--- src/design/realign_settings.svh ---
// ~~~~~~~~~~~~~~~~~~~~~~~~~~~~~~~~~~~~~~~~~~~~~~~~~~
// build-time sizing for the realigning stream source
// include wherever word width, length field or queue
// depth are needed; override before first include
// ~~~~~~~~~~~~~~~~~~~~~~~~~~~~~~~~~~~~~~~~~~~~~~~~~~
`ifndef REALIGN_SETTINGS_SVH
`define REALIGN_SETTINGS_SVH

// data word width in bits, multiple of 8
`define REALIGN_DATA_W 32

// width of the line-length field in a command
`define REALIGN_LEN_W 8

// pending command slots, power of two, at least 2
`define REALIGN_CMD_DEPTH 4

`endif

--- src/design/realign_pkg.sv ---
// ~~~~~~~~~~~~~~~~~~~~~~~~~~~~~~~~~~~~~~~~~~~~~~~~~~
// shared types of the realigning stream source
// import with a wildcard in the module header
// ~~~~~~~~~~~~~~~~~~~~~~~~~~~~~~~~~~~~~~~~~~~~~~~~~~
`default_nettype none

`include "realign_settings.svh"

package realign_pkg;

  // bytes per data word
  localparam int unsigned byte_lanes = `REALIGN_DATA_W / 8;

  // rotation field width, kept at one bit for single-lane words
  localparam int unsigned rot_w = (byte_lanes > 1) ? $clog2(byte_lanes) : 1;

  // byte offset of the line start inside its first input word
  typedef logic [rot_w-1:0] rot_t;

  // aligned output words per line, zero is not a legal command
  typedef logic [`REALIGN_LEN_W-1:0] line_len_t;

  // input beats per line, one more bit since rotated lines need L+1
  typedef logic [`REALIGN_LEN_W:0] beat_cnt_t;

  typedef logic [`REALIGN_DATA_W-1:0] word_t;

endpackage

`default_nettype wire

--- src/design/byte_realigner.sv ---
// ~~~~~~~~~~~~~~~~~~~~~~~~~~~~~~~~~~~~~~~~~~~~~~~~~~
// byte realignment of a tagged beat stream
// each word takes its low bytes from the held beat
// and the rest from the current one; result is
// registered, one cycle after the producing beat
// ~~~~~~~~~~~~~~~~~~~~~~~~~~~~~~~~~~~~~~~~~~~~~~~~~~
`timescale 1ns/1ps
`default_nettype none

module byte_realigner import realign_pkg::*; (
  input  wire logic  clk_i,
  input  wire logic  rst_ni,
  input  wire logic  beat_valid_i,
  input  wire word_t beat_data_i,
  input  wire logic  beat_first_i,
  input  wire logic  beat_last_i,
  input  wire rot_t  beat_rot_i,
  output logic       word_valid_o,
  output word_t      word_data_o,
  output logic       word_last_o
);

  localparam int unsigned W = $bits(word_t);

  word_t  hold_q;
  word_t  aligned;
  logic   produce;

  logic        word_valid_q;
  logic        word_last_q;
  word_t       word_data_q;

  logic [2*W-1:0] pair;
  logic [2*W-1:0] shifted;

  // previous beat sits in the low half, so a right shift by r bytes
  // pulls hold[b+r] into byte b and wraps into the current beat
  assign pair    = {beat_data_i, hold_q};
  assign shifted = pair >> (8 * beat_rot_i);

  always_comb begin
    if (beat_rot_i == '0) begin
      aligned = beat_data_i;
    end else begin
      aligned = shifted[W-1:0];
    end
  end

  // first beat of a rotated line only primes the hold register
  assign produce = beat_valid_i & ((beat_rot_i == '0) | ~beat_first_i);

  always_ff @(posedge clk_i) begin
    if (beat_valid_i) begin
      hold_q <= beat_data_i;
    end
  end

  always_ff @(posedge clk_i or negedge rst_ni) begin
    if (!rst_ni) begin
      word_valid_q <= 1'b0;
      word_last_q  <= 1'b0;
    end else begin
      word_valid_q <= produce;
      word_last_q  <= produce & beat_last_i;
    end
  end

  // payload only
  always_ff @(posedge clk_i) begin
    if (produce) begin
      word_data_q <= aligned;
    end
  end

  assign word_valid_o = word_valid_q;
  assign word_last_o  = word_last_q;
  assign word_data_o  = word_data_q;

endmodule

`default_nettype wire

--- src/design/realign_cmd_fifo.sv ---
// ~~~~~~~~~~~~~~~~~~~~~~~~~~~~~~~~~~~~~~~~~~~~~~~~~~
// queue of pending line commands (rotation, length)
// head is visible combinationally; pushes while full
// are ignored and pops while empty do nothing
// ~~~~~~~~~~~~~~~~~~~~~~~~~~~~~~~~~~~~~~~~~~~~~~~~~~
`timescale 1ns/1ps
`default_nettype none

module realign_cmd_fifo import realign_pkg::*; #(
  parameter int unsigned DEPTH = 4
) (
  input  wire logic      clk_i,
  input  wire logic      rst_ni,
  input  wire logic      push_i,
  input  wire rot_t      push_rot_i,
  input  wire line_len_t push_len_i,
  input  wire logic      pop_i,
  output logic           empty_o,
  output logic           full_o,
  output rot_t           head_rot_o,
  output line_len_t      head_len_o
);

  localparam int unsigned PTR_W = (DEPTH > 1) ? $clog2(DEPTH) : 1;
  localparam int unsigned CNT_W = PTR_W + 1;

  rot_t      rot_mem [DEPTH];
  line_len_t len_mem [DEPTH];

  logic [PTR_W-1:0] wr_ptr_q, rd_ptr_q;
  logic [CNT_W-1:0] count_q;
  logic             do_push, do_pop;

  assign full_o  = (count_q == CNT_W'(DEPTH));
  assign empty_o = (count_q == '0);

  assign do_push = push_i & ~full_o;
  assign do_pop  = pop_i & ~empty_o;

  // storage, no reset needed since count guards every read
  always_ff @(posedge clk_i) begin
    if (do_push) begin
      rot_mem[wr_ptr_q] <= push_rot_i;
      len_mem[wr_ptr_q] <= push_len_i;
    end
  end

  // pointers wrap by themselves, depth is a power of two
  always_ff @(posedge clk_i or negedge rst_ni) begin
    if (!rst_ni) begin
      wr_ptr_q <= '0;
      rd_ptr_q <= '0;
      count_q  <= '0;
    end else begin
      if (do_push) wr_ptr_q <= wr_ptr_q + 1'b1;
      if (do_pop)  rd_ptr_q <= rd_ptr_q + 1'b1;
      count_q <= count_q + CNT_W'(do_push) - CNT_W'(do_pop);
    end
  end

  assign head_rot_o = rot_mem[rd_ptr_q];
  assign head_len_o = len_mem[rd_ptr_q];

endmodule

`default_nettype wire

--- src/design/realign_output.sv ---
// ~~~~~~~~~~~~~~~~~~~~~~~~~~~~~~~~~~~~~~~~~~~~~~~~~~
// output register stage of the realigner
// drives the consumer one cycle after the aligned
// word and counts lines as their last word leaves
// ~~~~~~~~~~~~~~~~~~~~~~~~~~~~~~~~~~~~~~~~~~~~~~~~~~
`timescale 1ns/1ps
`default_nettype none

module realign_output import realign_pkg::*; (
  input  wire logic  clk_i,
  input  wire logic  rst_ni,
  input  wire logic  word_valid_i,
  input  wire word_t word_data_i,
  input  wire logic  word_last_i,
  output logic       out_valid_o,
  output word_t      out_data_o,
  output logic       out_last_o,
  output logic [15:0] lines_done_o
);

  logic        out_valid_q;
  logic        out_last_q;
  word_t       out_data_q;
  logic [15:0] lines_q;

  always_ff @(posedge clk_i or negedge rst_ni) begin
    if (!rst_ni) begin
      out_valid_q <= 1'b0;
      out_last_q  <= 1'b0;
    end else begin
      out_valid_q <= word_valid_i;
      out_last_q  <= word_valid_i & word_last_i;
    end
  end

  always_ff @(posedge clk_i) begin
    if (word_valid_i) begin
      out_data_q <= word_data_i;
    end
  end

  // wraps at 16 bits
  always_ff @(posedge clk_i or negedge rst_ni) begin
    if (!rst_ni) begin
      lines_q <= '0;
    end else if (out_last_q) begin
      lines_q <= lines_q + 16'd1;
    end
  end

  assign out_valid_o  = out_valid_q;
  assign out_last_o   = out_last_q;
  assign out_data_o   = out_data_q;
  assign lines_done_o = lines_q;

endmodule

`default_nettype wire

--- src/design/realign_sequencer.sv ---
// ~~~~~~~~~~~~~~~~~~~~~~~~~~~~~~~~~~~~~~~~~~~~~~~~~~
// input side of the realigner
// pops one command at a time while idle, counts the
// beats of the active line and tags them first/last;
// beats seen while idle are dropped and flagged
// ~~~~~~~~~~~~~~~~~~~~~~~~~~~~~~~~~~~~~~~~~~~~~~~~~~
`timescale 1ns/1ps
`default_nettype none

module realign_sequencer import realign_pkg::*; (
  input  wire logic      clk_i,
  input  wire logic      rst_ni,
  // raw input beats
  input  wire logic      in_valid_i,
  input  wire word_t     in_data_i,
  // command queue head
  input  wire logic      q_empty_i,
  input  wire rot_t      q_rot_i,
  input  wire line_len_t q_len_i,
  output logic           q_pop_o,
  // status
  output logic           line_active_o,
  output logic           stray_o,
  // tagged beats toward the realigner
  output logic           beat_valid_o,
  output word_t          beat_data_o,
  output logic           beat_first_o,
  output logic           beat_last_o,
  output rot_t           beat_rot_o
);

  logic      active_q;
  rot_t      rot_q;
  beat_cnt_t beats_q;
  beat_cnt_t cnt_q;
  logic      stray_q;

  beat_cnt_t last_idx;
  logic      accept;
  logic      is_last;

  // a new line may start in the cycle right after the previous one ends
  assign q_pop_o = ~active_q & ~q_empty_i;

  assign accept   = in_valid_i & active_q;
  assign last_idx = beats_q - beat_cnt_t'(1);
  assign is_last  = (cnt_q == last_idx);

  always_ff @(posedge clk_i or negedge rst_ni) begin
    if (!rst_ni) begin
      active_q <= 1'b0;
      cnt_q    <= '0;
    end else if (q_pop_o) begin
      active_q <= 1'b1;
      cnt_q    <= '0;
    end else if (accept) begin
      if (is_last) begin
        active_q <= 1'b0;
        cnt_q    <= '0;
      end else begin
        cnt_q <= cnt_q + beat_cnt_t'(1);
      end
    end
  end

  // command fields, captured once when the line loads
  always_ff @(posedge clk_i or negedge rst_ni) begin
    if (!rst_ni) begin
      rot_q   <= '0;
      beats_q <= '0;
    end else if (q_pop_o) begin
      rot_q <= q_rot_i;
      // rotated lines straddle one extra input word
      beats_q <= beat_cnt_t'(q_len_i) + beat_cnt_t'(q_rot_i != '0);
    end
  end

  // beat with no active line
  always_ff @(posedge clk_i or negedge rst_ni) begin
    if (!rst_ni) begin
      stray_q <= 1'b0;
    end else begin
      stray_q <= in_valid_i & ~active_q;
    end
  end

  assign line_active_o = active_q;
  assign stray_o       = stray_q;

  assign beat_valid_o = accept;
  assign beat_data_o  = in_data_i;
  assign beat_first_o = accept & (cnt_q == '0);
  assign beat_last_o  = accept & is_last;
  assign beat_rot_o   = rot_q;

endmodule

`default_nettype wire

--- src/design/realign_top.sv ---
// ~~~~~~~~~~~~~~~~~~~~~~~~~~~~~~~~~~~~~~~~~~~~~~~~~~
// realigning stream source, top level
// commands queue up, one line at a time is realigned
// from rotated input beats into aligned output words
// ~~~~~~~~~~~~~~~~~~~~~~~~~~~~~~~~~~~~~~~~~~~~~~~~~~
`timescale 1ns/1ps
`default_nettype none

`include "realign_settings.svh"

module realign_top import realign_pkg::*; (
  input  wire logic      clk_i,
  input  wire logic      rst_ni,
  // line commands
  input  wire logic      cmd_valid_i,
  input  wire rot_t      cmd_rot_i,
  input  wire line_len_t cmd_len_i,
  // data input
  input  wire logic      in_valid_i,
  input  wire word_t     in_data_i,
  // aligned output
  output logic           out_valid_o,
  output word_t          out_data_o,
  output logic           out_last_o,
  // status
  output logic           cmd_full_o,
  output logic           line_active_o,
  output logic           stray_o,
  output logic           cmd_drop_o,
  output logic [15:0]    lines_done_o
);

  logic      q_push, q_pop, q_empty, q_full;
  rot_t      q_rot;
  line_len_t q_len;
  logic      cmd_bad;
  logic      cmd_drop_q;

  logic      beat_valid, beat_first, beat_last;
  word_t     beat_data;
  rot_t      beat_rot;

  logic      word_valid, word_last;
  word_t     word_data;

  // full queue or zero length means the command is lost
  assign cmd_bad = q_full | (cmd_len_i == '0);
  assign q_push  = cmd_valid_i & ~cmd_bad;

  always_ff @(posedge clk_i or negedge rst_ni) begin
    if (!rst_ni) begin
      cmd_drop_q <= 1'b0;
    end else begin
      cmd_drop_q <= cmd_valid_i & cmd_bad;
    end
  end

  assign cmd_drop_o = cmd_drop_q;
  assign cmd_full_o = q_full;

  realign_cmd_fifo #(
    .DEPTH ( `REALIGN_CMD_DEPTH )
  ) i_cmd_fifo (
    .clk_i      ( clk_i     ),
    .rst_ni     ( rst_ni    ),
    .push_i     ( q_push    ),
    .push_rot_i ( cmd_rot_i ),
    .push_len_i ( cmd_len_i ),
    .pop_i      ( q_pop     ),
    .empty_o    ( q_empty   ),
    .full_o     ( q_full    ),
    .head_rot_o ( q_rot     ),
    .head_len_o ( q_len     )
  );

  realign_sequencer i_sequencer (
    .clk_i         ( clk_i         ),
    .rst_ni        ( rst_ni        ),
    .in_valid_i    ( in_valid_i    ),
    .in_data_i     ( in_data_i     ),
    .q_empty_i     ( q_empty       ),
    .q_rot_i       ( q_rot         ),
    .q_len_i       ( q_len         ),
    .q_pop_o       ( q_pop         ),
    .line_active_o ( line_active_o ),
    .stray_o       ( stray_o       ),
    .beat_valid_o  ( beat_valid    ),
    .beat_data_o   ( beat_data     ),
    .beat_first_o  ( beat_first    ),
    .beat_last_o   ( beat_last     ),
    .beat_rot_o    ( beat_rot      )
  );

  byte_realigner i_realigner (
    .clk_i        ( clk_i      ),
    .rst_ni       ( rst_ni     ),
    .beat_valid_i ( beat_valid ),
    .beat_data_i  ( beat_data  ),
    .beat_first_i ( beat_first ),
    .beat_last_i  ( beat_last  ),
    .beat_rot_i   ( beat_rot   ),
    .word_valid_o ( word_valid ),
    .word_data_o  ( word_data  ),
    .word_last_o  ( word_last  )
  );

  realign_output i_output (
    .clk_i        ( clk_i        ),
    .rst_ni       ( rst_ni       ),
    .word_valid_i ( word_valid   ),
    .word_data_i  ( word_data    ),
    .word_last_i  ( word_last    ),
    .out_valid_o  ( out_valid_o  ),
    .out_data_o   ( out_data_o   ),
    .out_last_o   ( out_last_o   ),
    .lines_done_o ( lines_done_o )
  );

endmodule

`default_nettype wire

--- config.mk ---
export PLATFORM = sky130hd
export DESIGN_NAME = realign_top
export DESIGN_NICKNAME = d
export VERILOG_FILES = /design/src/design/realign_pkg.sv /design/src/design/byte_realigner.sv /design/src/design/realign_cmd_fifo.sv /design/src/design/realign_output.sv /design/src/design/realign_sequencer.sv /design/src/design/realign_top.sv
export VERILOG_INCLUDE_DIRS = /design/src /design/src/design
export SDC_FILE = /design/constraint.sdc
export NUM_CORES = 1
export LEC_CHECK = 0
export BUFFER_PORTS_ARGS = -buffer_cell sky130_fd_sc_hd__buf_2
export CAP_MARGIN = 10
export CORE_MARGIN = 5
export CORE_UTILIZATION = 50
export DETAILED_ROUTE_END_ITERATION = 10
export HOLD_SLACK_MARGIN = 0.12
export PLACE_DENSITY = 0.8
export SLEW_MARGIN = 20
export SYNTH_ARGS = -nofsm -noshare
export SYNTH_HDL_FRONTEND = slang
export SYNTH_HIERARCHICAL = 1
export SYNTH_SLANG_ARGS = --single-unit
--- constraint.sdc ---
create_clock -name clk_i -period 2.8 [get_ports clk_i]
set_input_delay 0.56 -clock clk_i [delete_from_list [all_inputs] [get_ports clk_i]]
set_output_delay 0.56 -clock clk_i [all_outputs]
set_load 0.01 [all_outputs]
# After elaboration in Yosys (flattened, before gate mapping)

Memories as Yosys holds them, arrays and structs flattened.
Cells that the tools add are included.

Register bits after elaboration: 146
RAM bits: 40
Input port bits: 46
Word-level logic and storage cells: 66
Memories: 2

Memory list:

| name               | words | width | read ports | clocked after Yosys merged registers in | wr ports | line                   | RTL |
|---|---|---|---|---|---|---|---|
| i_cmd_fifo.len_mem | 4     | 8     | 1          | 0                                       | 1        | realign_cmd_fifo.sv:28 | `line_len_t len_mem [DEPTH];` |
| i_cmd_fifo.rot_mem | 4     | 2     | 1          | 0                                       | 1        | realign_cmd_fifo.sv:27 | `rot_t rot_mem [DEPTH];` |

$add $sub $neg: 8
Equality and inequality tests: 2
Shift-type cells: 1
Multiplexer cells: 9
Bitwise gates (word level): 19
Reduce and logical (&&, ||, !) cells: 8

Operator list:

| operator                | count |
|---|---|
| $shr A64 B5 Y32         | 1 |
| $mux W32                | 1 |
| $mux W9                 | 3 |
| $add A16 B1 Y16 const B | 1 |
| $and A1 B1 Y1           | 12 |
| $add A8 B1 Y9           | 1 |
| $add A9 B1 Y9 const B   | 1 |
| $eq A9 B9 Y1            | 1 |
| $logic_not A9 Y1        | 1 |
| $sub A9 B1 Y9 const B   | 1 |
| $logic_not A8 Y1        | 1 |
| $reduce_bool A2 Y1      | 3 |
| $mux W1                 | 5 |
| $not A1 Y1              | 5 |
| $add A2 B1 Y2 const B   | 2 |
| $add A3 B1 Y3           | 1 |
| $eq A3 B3 Y1 const B    | 1 |
| $logic_not A3 Y1        | 1 |
| $sub A3 B1 Y3           | 1 |
| $logic_not A2 Y1        | 1 |
| $or A1 B1 Y1            | 2 |
| $reduce_and A2 Y1       | 1 |

# Longest topological paths before layout

Gate-level depths: netlist (run 1).

Depth in word-level cells: 7
Depth in mapped cells: 11
Gate-level depth less buffers: 10

# Cells and area by module

Netlist (run 1), hierarchy kept.

By module, submodules not included:

| module            | times used | cells each | area an instance (sq um) |
|---|---|---|---|
| byte_realigner    | 1          | 101        | 2572.5 |
| realign_cmd_fifo  | 1          | 93         | 1919.3 |
| realign_sequencer | 1          | 196        | 1726.7 |
| realign_output    | 1          | 89         | 1694.1 |
| realign_top       | 1          | 6          | 61.3 |

# Worst setup path after synthesis (run 1)

Ideal clock, no wire load.

Path type: input to register
From: in in_valid_i
To: reg i_realigner.word_data_q[0] (netlist: i_realigner/word_data_o[0]) (enable)
Library setup time: 0.393 ns
Arrival: 2.624 ns
Setup slack: -0.217 ns
Cell stages on the path: 4
Buffers on the path: 1
Cell sequence: nand2_1 inv_1 buf_1 and2_1

Word-level cells in the longest chain between the ends: 5

RTL lines:

| element                 | line                    | RTL |
|---|---|---|
| start, declared         | realign_top.sv:19       | `input wire logic in_valid_i,` |
| $and A1 B1 Y1 *         | realign_sequencer.sv:45 | `assign accept = in_valid_i & active_q;` |
| via beat_valid          | realign_top.sv:39       | `logic beat_valid, beat_first, beat_last;` |
| $and A1 B1 Y1           | realign_sequencer.sv:92 | `assign beat_first_o = accept & (cnt_q == '0);` |
| $not A1 Y1              | byte_realigner.sv:50    | `assign produce = beat_valid_i & ((beat_rot_i == '0) \| ~beat_first_i);` |
| $or A1 B1 Y1            | byte_realigner.sv:50    |  |
| $and A1 B1 Y1 *         | byte_realigner.sv:50    |  |
| via i_realigner.produce | byte_realigner.sv:27    | `logic produce;` |
| end signal, assigned    | byte_realigner.sv:71    | `word_data_q <= aligned;` |
| end, declared           | byte_realigner.sv:31    | `word_t word_data_q;` |

The timed path passes the listed nets; every way through them passes the cells marked *.
A chain may end at the register's enable or synchronous reset.

# Worst setup path after layout (run 1)

From: reg i_cmd_fifo.count_q[2]
To: reg i_cmd_fifo.count_q[2]

Word-level cells in the longest chain between the ends: 7
Elaborated cells on any way between the ends: 12
Classes of those cells: add/sub (2); eq/ne (1); bitwise (8); reduce/logical (1)

RTL lines:

| element                | line                   | RTL |
|---|---|---|
| start, declared        | realign_cmd_fifo.sv:31 | `logic [CNT_W-1:0] count_q;` |
| start signal, assigned | realign_cmd_fifo.sv:57 | `count_q <= count_q + CNT_W'(do_push) - CNT_W'(do_pop);` |
| $eq A3 B3 Y1           | realign_cmd_fifo.sv:34 | `assign full_o = (count_q == CNT_W'(DEPTH));` |
| $or A1 B1 Y1           | realign_top.sv:47      | `assign cmd_bad = q_full \| (cmd_len_i == '0);` |
| $not A1 Y1             | realign_top.sv:48      | `assign q_push = cmd_valid_i & ~cmd_bad;` |
| $and A1 B1 Y1          | realign_top.sv:48      |  |
| via q_push             | realign_top.sv:33      | `logic q_push, q_pop, q_empty, q_full;` |
| $and A1 B1 Y1          | realign_cmd_fifo.sv:37 | `assign do_push = push_i & ~full_o;` |
| $add A3 B1 Y3          | realign_cmd_fifo.sv:57 |  |
| $sub A3 B1 Y3          | realign_cmd_fifo.sv:57 |  |

The timed path passes the listed nets, and every way through them passes these cells.

==> results of run 1 <==
## layer usage
layer,global-route usage [%],part of all wire (%),vias up
li1,-,-,1985
met1,21.1,41,2183
met2,27.8,51,135
met3,4.63,6.5,18
met4,5.43,1.4,4
met5,0,0.19,-
## synthesized netlist by cell type (all sizes together) (2+ instances only)
cell,count,area [µm²]
nand2,25,101
edfxtp,128,3840
a21oi,7,35.0
nor2,15,58.8
nand4,6,43.8
nand3,13,65.1
mux4,42,965
or3,4,25.0
xnor2,24,210
and3b,5,43.8
ha,12,150
or2,4,25.0
and3,5,31.3
nor2b,5,31.3
nand4bb,2,22.5
xor2,12,105
a31oi,3,18.8
o21ai,10,50.0
o211ai,4,43.8
buf,46,368
nor4,5,50.1
o311ai,2,25.0
o22ai,2,12.5
nor3,6,51.3
and2,4,25.0
mux2,3,33.8
clkbuf,3,11.3
dfrtp,50,1250
inv,16,60.1
nand2b,6,37.5
## sequential cells by signal, summed over array words and instances (netlist names)
| signal | count |
|---|---|
| i_cmd_fifo/len_mem | 32 |
| i_output/out_data_o | 32 |
| i_realigner/word_data_o | 32 |
| i_realigner/hold_q | 24 |
| i_output/lines_done_o | 16 |
| i_sequencer/beats_q | 9 |
| i_sequencer/cnt_q | 9 |
| i_cmd_fifo/rot_mem | 8 |
| i_cmd_fifo/count_q | 3 |
| i_cmd_fifo/rd_ptr_q | 2 |
| i_cmd_fifo/wr_ptr_q | 2 |
| i_sequencer/beat_rot_o | 2 |
| cmd_drop_o | 1 |
| i_output/out_last_o | 1 |
| i_output/out_valid_o | 1 |
| i_realigner/word_last_o | 1 |
| i_realigner/word_valid_o | 1 |
| i_sequencer/line_active_o | 1 |
| i_sequencer/stray_o | 1 |
## logic make-up (layout without fill, tap and decap cells)
kind of cell / count (synthesis) / count (layout) / synth area share (%)
adders and majority gates: 13 / 13 / 2.13
buffers and inverters: 65 / 158 / 5.51
AOI/OAI and AO/OA: 36 / 36 / 3.37
xor gates and xnor gates: 36 / 36 / 3.95
and+or+nand+nor: 111 / 111 / 8.49
muxes: 46 / 46 / 12.6
DFF: 178 / 178 / 63.9
## power groups by stage
stage	Combinational, mW	Clock, mW	Sequential (mW)
after floorplan	0.490	0	3.29
after global placement	0.645	0	3.30
after detailed placement	0.674	0	3.33
after CTS	0.683	2.69	3.27
after global routing	0.754	2.82	3.30
final	0.674	2.64	3.27
## per-stage QoR
step                      total power [mW]  setup slack, ns  instances
after CTS                             6.65            0.301        794
final                                 6.59            0.276        794
after floorplan                       3.78           0.0674        485
after global routing                  6.87            0.148        794
after global placement                3.95            0.223        761
after detailed placement              4.00            0.133        761
## how the worst max path moves through the flow
stage,start,endpoint,cells past startpoint,slack (ns)
2_1_floorplan,in_valid_i,i_realigner/word_data_o[0]$_DFFE_PP_,4,0.07
3_3_place_gp,cmd_len_i[1],i_cmd_fifo/count_q[2]$_DFF_PN0_,11,0.22
3_5_place_dp,cmd_len_i[1],i_cmd_fifo/count_q[2]$_DFF_PN0_,11,0.13
4_1_cts,i_cmd_fifo/count_q[2]$_DFF_PN0_,i_cmd_fifo/count_q[2]$_DFF_PN0_,10,0.30
5_1_grt,i_cmd_fifo/count_q[2]$_DFF_PN0_,i_cmd_fifo/count_q[2]$_DFF_PN0_,10,0.15
6_report,i_cmd_fifo/count_q[2]$_DFF_PN0_,i_cmd_fifo/count_q[2]$_DFF_PN0_,10,0.28
## what timing repair did
action	CTS	global route
hold endpoints to repair	20	0
setup buffers	0	0
resized for setup	0	0
hold buffers	1	0
## final cells by class
class | count | area [µm²] | area share, %
clock inverters | 12 | 220 | 2.42
inverters | 16 | 60.1 | 0.659
multi-input cells | 242 | 2440 | 26.8
clock buffers | 20 | 447 | 4.90
repair buffers | 110 | 581 | 6.37
well taps | 216 | 270 | 2.96
flip-flops and latches | 178 | 5100 | 55.9
## critical path: stages, from the launching register on
cell      delay [ns]
dfrtp_1         0.46
nor3b_4         0.22
a21oi_1         0.17
and2_1          0.31
nand2b_1        0.10
ha_1            0.28
inv_1           0.04
ha_1            0.18
fa_1            0.38
xnor2_1         0.15
xnor2_1         0.13
==> results.sh, run 1 <==
export IMPL_viasPerCell=5.45
export IMPL_clkPwrFrac_pct=40.1
export IMPL_synth_distinct_cells=61
export IMPL_fillCellCount=1245
export IMPL_io_pins=100
export IMPL_wl_per_cell_um=18.1
export IMPL_vias=4325
export IMPL_cts_tree="done"
export IMPL_max_cap_violations=0
export IMPL_crit_fanout=9
export IMPL_postRouteAntennaNets=0
export IMPL_worstHoldStart="in_data_i[31]"
export IMPL_grt_pass1_wl_um=23700
export IMPL_slew_headroom_pct=39.7
export IMPL_syn_inst=485
export IMPL_synth_area_um2=7970
export IMPL_antenna_found_initial=2
export IMPL_clock_sinks=178
export IMPL_drive_gt1_share_pct=34.4
export IMPL_dpl_instance_area_um2=8440
export IMPL_layout_worst_path_cycle_share_pct=90.1
export IMPL_power_leakage_nw=3.52
export IMPL_p_sw_mw=1.53
export IMPL_async_reset_ff_share_pct=28.1
export IMPL_share_seq_of_total_power_pct=49.7
export IMPL_r2r_worst_path_cells=10
export IMPL_ys_seq_elements=178
export IMPL_r2r_setup_slack_ns=0.28
export IMPL_r2r_end="i_cmd_fifo/count_q[2]$_DFF_PN0_"
export IMPL_rsz0062_at_grt="false"
export IMPL_holdPathEnd="i_realigner/hold_q[31]$_DFFE_PP_"
export IMPL_grt_pass1_vias=4503
export IMPL_chipWidth_um=136
export IMPL_grt_overflow=0
export IMPL_finalHoldViolCount=0
export IMPL_die_height_um=136
export IMPL_postSynth_topFlopCell="edfxtp_1"
export IMPL_syn_nets=544
export IMPL_finalCriticalPeriod_ns=2.52
export IMPL_cts_buffer_depth=2
export IMPL_numCtsBuffers=17
export IMPL_layout_commonest_cell="edfxtp_1"
export IMPL_grt_max_degree=35
export IMPL_hold_class="in2reg"
export IMPL_timing_hold_ws_ns=0.341
export IMPL_drv_slew=0
export IMPL_portBuffers=99
export IMPL_fin_util_pct=57.8
export IMPL_drc_errors=0
export IMPL_final_cell_mix="edfxtp_1 (128), buf_2 (99), dfrtp_1 (49)"
export IMPL_area_growth_pct=14.3
export IMPL_swShare_pct=23.3
export IMPL_die_area_um2=18600
export IMPL_arrival_ns=2.83
export IMPL_status="finished clean"
export IMPL_setup_violations=0
export IMPL_dp_hpwl_um=10100
export IMPL_gp_congestion=0.785
export IMPL_htreeDepth=4
export IMPL_crit_path_start_kind="flip-flop"
export IMPL_seq_area_frac_synth_pct=63.9
export IMPL_worstPathRequired_ns=3.10
export IMPL_crit_type="reg2reg"
export IMPL_avgSynthCellArea_um2=16.4
export IMPL_first_pass_iters=4
export IMPL_comb_power_share_pct=10.2
export IMPL_p_per_area_nw_per_um2=722
export IMPL_rows=46
export IMPL_cts_root_buf="clkbuf_16"
export IMPL_cp_end_kind="flip-flop"
export IMPL_initialDrtViolationCount=302
export IMPL_path_clk_slew_ns=0.06
export IMPL_fmax_mhz=396
export IMPL_regToRegStartpoint="i_cmd_fifo/count_q[2]$_DFF_PN0_"
export IMPL_clk_latency_ns=0.42
export IMPL_internal_power_mw=5.05
export IMPL_synth_enable_flop_cells=128
export IMPL_tns_ns=0
export IMPL_design_area_um2=9110
export IMPL_yosysWarnings=6
export IMPL_core_area_um2=15800
export IMPL_ir_drop_v=0.000624
export IMPL_grt_usage_pct=16.6
export IMPL_fin_skew_ns=0.00658
export IMPL_hold_depth=1
export IMPL_antenna_cells=0
export IMPL_totalWireLength_um=14400
export IMPL_start_util_pct=50.6
export IMPL_worst_pin_slew_ns=0.905
export IMPL_finalNetCount=624
No activity file was read; power rests on OpenSTA's default activity.
==> run 2: changes to the inputs <==
==> constraint.sdc (replaced) <==
create_clock -name clk_i -period 2.8 [get_ports clk_i]
set_input_delay 0 -clock clk_i [delete_from_list [all_inputs] [get_ports clk_i]]
set_output_delay 0 -clock clk_i [all_outputs]
set_load 0.01 [all_outputs]
==> run 2 against run 1 <==
- sequential cell count is the same
- clock-buffer cell count grew 1
- setup slack lost 0.075 ns
- total power shrank 6.2%
- first-iteration DRC count shrank 12%
- utilization grew 1.9 points
- die area is the same
- critical path type unchanged
- sequential power is essentially flat
==> results.sh, run 2 (same netlist as run 1, synthesis figures left out) <==
export IMPL_rows=46
export IMPL_grt_overflow=0
export IMPL_htreeDepth=4
export IMPL_crit_type="reg2reg"
export IMPL_topRoutingLayerUsed="met4"
export IMPL_drc_errors=0
export IMPL_io_pins=100
export IMPL_crit_path_cell_trace="nor3b_4 -> a21oi_1 -> and2_1 -> nand2b_1 -> ha_1 -> inv_1 -> ha_1 -> fa_1 -> xnor2_1 -> xnor2_1"
export IMPL_clock_sinks=178
export IMPL_portBuffers=99
export IMPL_die_height_um=136
export IMPL_postRouteAntennaNets=0
export IMPL_hold_class="in2async"
export IMPL_design_area_um2=9410
export IMPL_finalNetCount=666
export IMPL_grt_usage_pct=17.4
export IMPL_initialDrtViolationCount=266
export IMPL_p_sw_mw=1.50
export IMPL_comb_power_share_pct=11.9
export IMPL_grt_pass1_vias=4766
export IMPL_internal_power_mw=4.68
export IMPL_drv_slew=0
export IMPL_drive_gt1_share_pct=30.9
export IMPL_cts_tree="done"
export IMPL_numCtsBuffers=17
export IMPL_slowest_stage="dfrtp_1"
export IMPL_slowest_delay_ns=0.45
export IMPL_chipWidth_um=136
export IMPL_status="finished clean"
export IMPL_share_seq_of_total_power_pct=53.0
export IMPL_crit_path_start_kind="flip-flop"
export IMPL_arrival_ns=2.94
export IMPL_timing_hold_ws_ns=0.175
export IMPL_crit_fanout=9
export IMPL_gp_congestion=0.797
export IMPL_r2r_end="i_cmd_fifo/count_q[2]$_DFF_PN0_"
export IMPL_path_clk_slew_ns=0.06
export IMPL_grt_max_degree=34
export IMPL_met2_length_um=7740
export IMPL_r2r_worst_path_cells=10
export IMPL_totalWireLength_um=14900
export IMPL_instances_no_fill=837
export IMPL_viasPerCell=5.35
export IMPL_dp_hpwl_um=10100
export IMPL_final_cell_mix="edfxtp_1 (128), buf_2 (99), dfrtp_1 (49)"
export IMPL_finalCriticalPeriod_ns=2.60
export IMPL_r2r_setup_slack_ns=0.20
export IMPL_worstPathRequired_ns=3.14
export IMPL_clkPwrFrac_pct=35.1
export IMPL_ir_drop_v=0.000558
export IMPL_antenna_found_initial=2
export IMPL_swShare_pct=24.3
export IMPL_cp_end_kind="flip-flop"
export IMPL_die_area_um2=18600
export IMPL_p_per_area_nw_per_um2=656
export IMPL_setup_violations=0
export IMPL_fin_skew_ns=0.00885
export IMPL_crit_start="i_cmd_fifo/count_q[2]$_DFF_PN0_"
export IMPL_cts_root_buf="clkbuf_16"
export IMPL_wl_met1_um=6110
export IMPL_area_growth_pct=18.0
export IMPL_clk_latency_ns=0.43
export IMPL_regToRegStartpoint="i_cmd_fifo/count_q[2]$_DFF_PN0_"
export IMPL_worst_pin_slew_ns=0.756
export IMPL_rsz0062_at_grt="false"
export IMPL_grt_pass1_wl_um=24700
export IMPL_crit_end="i_cmd_fifo/count_q[2]$_DFF_PN0_"
export IMPL_first_pass_iters=4
export IMPL_tns_ns=0
export IMPL_start_util_pct=50.6
export IMPL_cts_buffer_depth=2
export IMPL_dpl_instance_area_um2=8420
export IMPL_layout_worst_path_cycle_share_pct=92.8
export IMPL_finalHoldViolCount=0
export IMPL_power_leakage_nw=3.63
export IMPL_met3_length_um=838
export IMPL_core_area_um2=15800
export IMPL_vias=4480
export IMPL_wl_per_cell_um=17.8
export IMPL_post_cts_setup_buffers=0
export IMPL_slew_headroom_pct=49.6
export IMPL_fmax_mhz=385
export IMPL_post_place_cells=758
export IMPL_layout_commonest_cell="edfxtp_1"
export IMPL_max_cap_violations=0
==> run 2: cell types whose count changed in the layout (fill, tap and decap cells not counted), sizes merged <==
cell / delta
dlygate4sd3: +45
clkinv: +7
bufinv: -4
inv: -4
buf: -3
diode: +2
clkbuf: +1
clkinvlp: -1
==> run 2: area by class of cell <==
type	count	area [µm²]
antenna	2	5.00
clock buffer	21	440
multi-input combinational	242	2440
clock inverter	10	91.3
sequential	178	5100
inverter	16	60.1
timing repair buffer	152	1010
fill	1200	6360
tap	216	270
==> run 2: critical path, delay by kind of cell, from the launching register on <==
kind                       cells  cell delay [ns]
xor gates and xnor gates       2             0.36
and+or+nand+nor                3             0.62
AOI/OAI and AO/OA              1             0.21
buffers and inverters          1             0.04
adders and majority gates      3             0.86
DFF                            1             0.45
==> run 2: timing repair <==
item / in CTS / in global routing
hold buffers: 46 / 0
resized for setup: 0 / 0
endpoints found under the hold margin: 136 / 0
==> run 2: how the worst min path moves through the flow <==
| stage | cells after the start | slack, ns | endpoint | from |
|---|---|---|---|---|
| after global routing | 2 | 0.26 | i_cmd_fifo/wr_ptr_q[1]$_DFFE_PN0P_ | rst_ni |
| final | 2 | 0.17 | cmd_drop_o$_DFF_PN0_ | rst_ni |
| after detailed placement | 1 | 0.11 | cmd_drop_o$_DFF_PN0_ | rst_ni |
| after floorplan | 0 | -0.30 | cmd_drop_o$_DFF_PN0_ | rst_ni |
| after CTS | 2 | 0.19 | cmd_drop_o$_DFF_PN0_ | rst_ni |
| after global placement | 1 | 0.11 | cmd_drop_o$_DFF_PN0_ | rst_ni |
==> run 2: metrics by stage <==
| step | worst slack (ns) | total power, mW | util (%) |
|---|---|---|---|
| finish | 0.201 | 6.18 | 59.7 |
| global route | 0.00131 | 6.47 | 59.7 |
| CTS | 0.244 | 6.23 | 59.7 |
| detailed placement | 0.264 | 4.01 | 53.4 |
| global placement | 0.439 | 3.94 | 53.4 |
| floorplan | 0.155 | 3.78 | - |
==> run 2: power by group through the flow <==
stage / clock [mW] / sequential (mW) / combinational [mW]
2_1_floorplan: 0 / 3.29 / 0.490
3_3_place_gp: 0 / 3.30 / 0.636
3_5_place_dp: 0 / 3.33 / 0.677
4_1_cts: 2.22 / 3.27 / 0.739
5_1_grt: 2.35 / 3.31 / 0.814
6_report: 2.17 / 3.27 / 0.736
==> run 2: per-layer routing <==
layer / track usage (%) / up-vias
li1: - / 2069
met1: 21.2 / 2260
met2: 29.6 / 131
met3: 4.40 / 20
met4: 7.28 / 0
met5: 0 / -
==> run 3: changes to the inputs <==
Settings changed: CORE_UTILIZATION 50 to 44, PLACE_DENSITY 0.8 to 0.73.
==> run 3 against run 2 <==
- sequential cell count is the same
- register-to-register slack gained 0.04 ns
- maximum frequency grew 1.5%
- sequential share of layout area shrank 0.57 points
- setup slack gained 0.037 ns
- first-iteration DRC count shrank 26%
- combinational power shrank 1%
- largest power group unchanged
- die area grew 13%
- worst hold slack lost 0.049 ns
- critical path depth is the same
- routed wire length is essentially flat
- via count grew 0.67%
==> results.sh, run 3 (same netlist as run 1, synthesis figures left out) <==
export IMPL_drv_slew=0
export IMPL_hold_class="in2async"
export IMPL_final_cell_mix="edfxtp_1 (128), buf_2 (99), dfrtp_1 (48)"
export IMPL_cts_buffer_depth=2
export IMPL_fmax_mhz=390
export IMPL_met3_usage_pct=3.64
export IMPL_ir_drop_v=0.000444
export IMPL_max_cap_violations=0
export IMPL_cp_end_kind="flip-flop"
export IMPL_tns_ns=0
export IMPL_rsz0062_at_grt="false"
export IMPL_top_usage_layer="met2"
export IMPL_cts_root_buf="clkbuf_16"
export IMPL_gp_congestion=0.836
export IMPL_start_util_pct=44.5
export IMPL_p_per_area_nw_per_um2=679
export IMPL_grt_use_met2_pct=25.1
export IMPL_area_growth_pct=19.3
export IMPL_grt_usage_pct=15.1
export IMPL_worstPathRequired_ns=3.14
export IMPL_postRouteAntennaNets=0
export IMPL_clk_latency_ns=0.42
export IMPL_wl_per_cell_um=17.5
export IMPL_slowest_stage="dfrtp_1"
export IMPL_drive_gt1_share_pct=32.2
export IMPL_status="finished clean"
export IMPL_gr_usage_met1_pct=19.1
export IMPL_grt_pass1_wl_um=24100
export IMPL_layout_commonest_cell="edfxtp_1"
export IMPL_totalWireLength_um=14900
export IMPL_clock_sinks=178
export IMPL_finalNetCount=667
export IMPL_die_height_um=145
export IMPL_grt_overflow=0
export IMPL_core_area_um2=17900
export IMPL_path_clk_slew_ns=0.07
export IMPL_crit_path_cell_trace="nor3b_4 -> a21oi_1 -> and2_1 -> nand2b_1 -> ha_1 -> inv_1 -> ha_1 -> fa_1 -> xnor2_1 -> xnor2_1"
export IMPL_rows=49
export IMPL_arrival_ns=2.90
export IMPL_first_pass_iters=4
export IMPL_drc_errors=0
export IMPL_htreeDepth=4
export IMPL_crit_fanout=9
export IMPL_antenna_found_initial=1
export IMPL_finalHoldViolCount=0
export IMPL_crit_start="i_cmd_fifo/count_q[2]$_DFF_PN0_"
export IMPL_fin_skew_ns=0.00617
export IMPL_cts_tree="done"
export IMPL_chipWidth_um=145
export IMPL_slowest_delay_ns=0.46
export IMPL_vias=4510
export IMPL_total_power_mw=6.46
export IMPL_regToRegStartpoint="i_cmd_fifo/count_q[2]$_DFF_PN0_"
export IMPL_viasPerCell=5.30
export IMPL_initialDrtViolationCount=198
export IMPL_power_leakage_nw=3.67
export IMPL_worst_pin_slew_ns=0.733
export IMPL_io_pins=100
export IMPL_grt_max_degree=35
export IMPL_crit_path_start_kind="flip-flop"
export IMPL_portBuffers=99
export IMPL_layout_worst_path_cycle_share_pct=91.5
export IMPL_finalCriticalPeriod_ns=2.56
export IMPL_crit_type="reg2reg"
export IMPL_slew_headroom_pct=51.1
export IMPL_die_area_um2=20900
export IMPL_r2r_worst_path_cells=10
export IMPL_setup_violations=0
export IMPL_dp_hpwl_um=10200
export IMPL_grt_pass1_vias=4714
export IMPL_numCtsBuffers=17
[run 3: stage by stage]
| stage | std cells | cell area (µm²) | hold slack (ns) | util, % | setup WS, ns |
|---|---|---|---|---|---|
| after floorplan | 485 | 7980 | -0.296 | - | 0.155 |
| after global placement | 773 | 8450 | 0.0532 | 47.2 | 0.435 |
| after detailed placement | 773 | 8450 | 0.0648 | 47.2 | 0.295 |
| after CTS | 850 | 9510 | 0.136 | 53.1 | 0.236 |
| after global routing | 851 | 9520 | 0.170 | 53.2 | 0.0581 |
| final | 851 | 9520 | 0.126 | 53.2 | 0.239 |
[run 3: cell type report]
| type | instances | area, µm² |
|---|---|---|
| fillers | 1452 | 8390 |
| flip-flops and latches | 178 | 5100 |
| multi-input cells | 242 | 2440 |
| repair buffers | 153 | 1010 |
| clock buffers | 19 | 443 |
| well taps | 229 | 287 |
| clock inverters | 13 | 171 |
| inverters | 16 | 60.1 |
| diodes | 1 | 2.50 |
[run 3: final timing paths]
path | slack (ns) | to
worst min-delay path | 0.13 | cmd_drop_o$_DFF_PN0_
min in group clk_i | 0.32 | i_realigner/hold_q[28]$_DFFE_PP_
worst max register to register | 0.24 | i_cmd_fifo/count_q[2]$_DFF_PN0_
max in group asynchronous | 1.84 | i_sequencer/beat_rot_o[1]$_DFFE_PN0P_
worst max-delay path | 0.24 | i_cmd_fifo/count_q[2]$_DFF_PN0_
worst min register to register | 0.42 | i_output/out_data_o[7]$_DFFE_PP_
[run 3: critical path, delay by kind of cell, from the launching register on]
family | cells | cell delay [ns]
flops | 1 | 0.46
fa+ha+maj | 3 | 0.85
simple gates | 3 | 0.61
compound gates | 1 | 0.19
xor+xnor | 2 | 0.33
buf+inv | 1 | 0.04
[run 3: repair_timing]
action,4_1_cts,5_1_grt
hold endpoints to repair,127,0
hold buffers,45,0
setup buffers,0,0
resized for setup,0,0
[run 3: routing by layer]
layer	vias to the layer above	share of wire (%)	routed length, µm
met2	142	50	7420
met4	0	2.1	320
li1	2073	-	-
met3	26	6.0	888
met1	2269	42	6290
met5	-	0	0
[run 3: report_power, final]
group	internal (mW)	switching [mW]	leakage, nW
sequential	3.11	0.164	1.89
combinational	0.344	0.384	1.48
clock	1.45	1.02	0.294
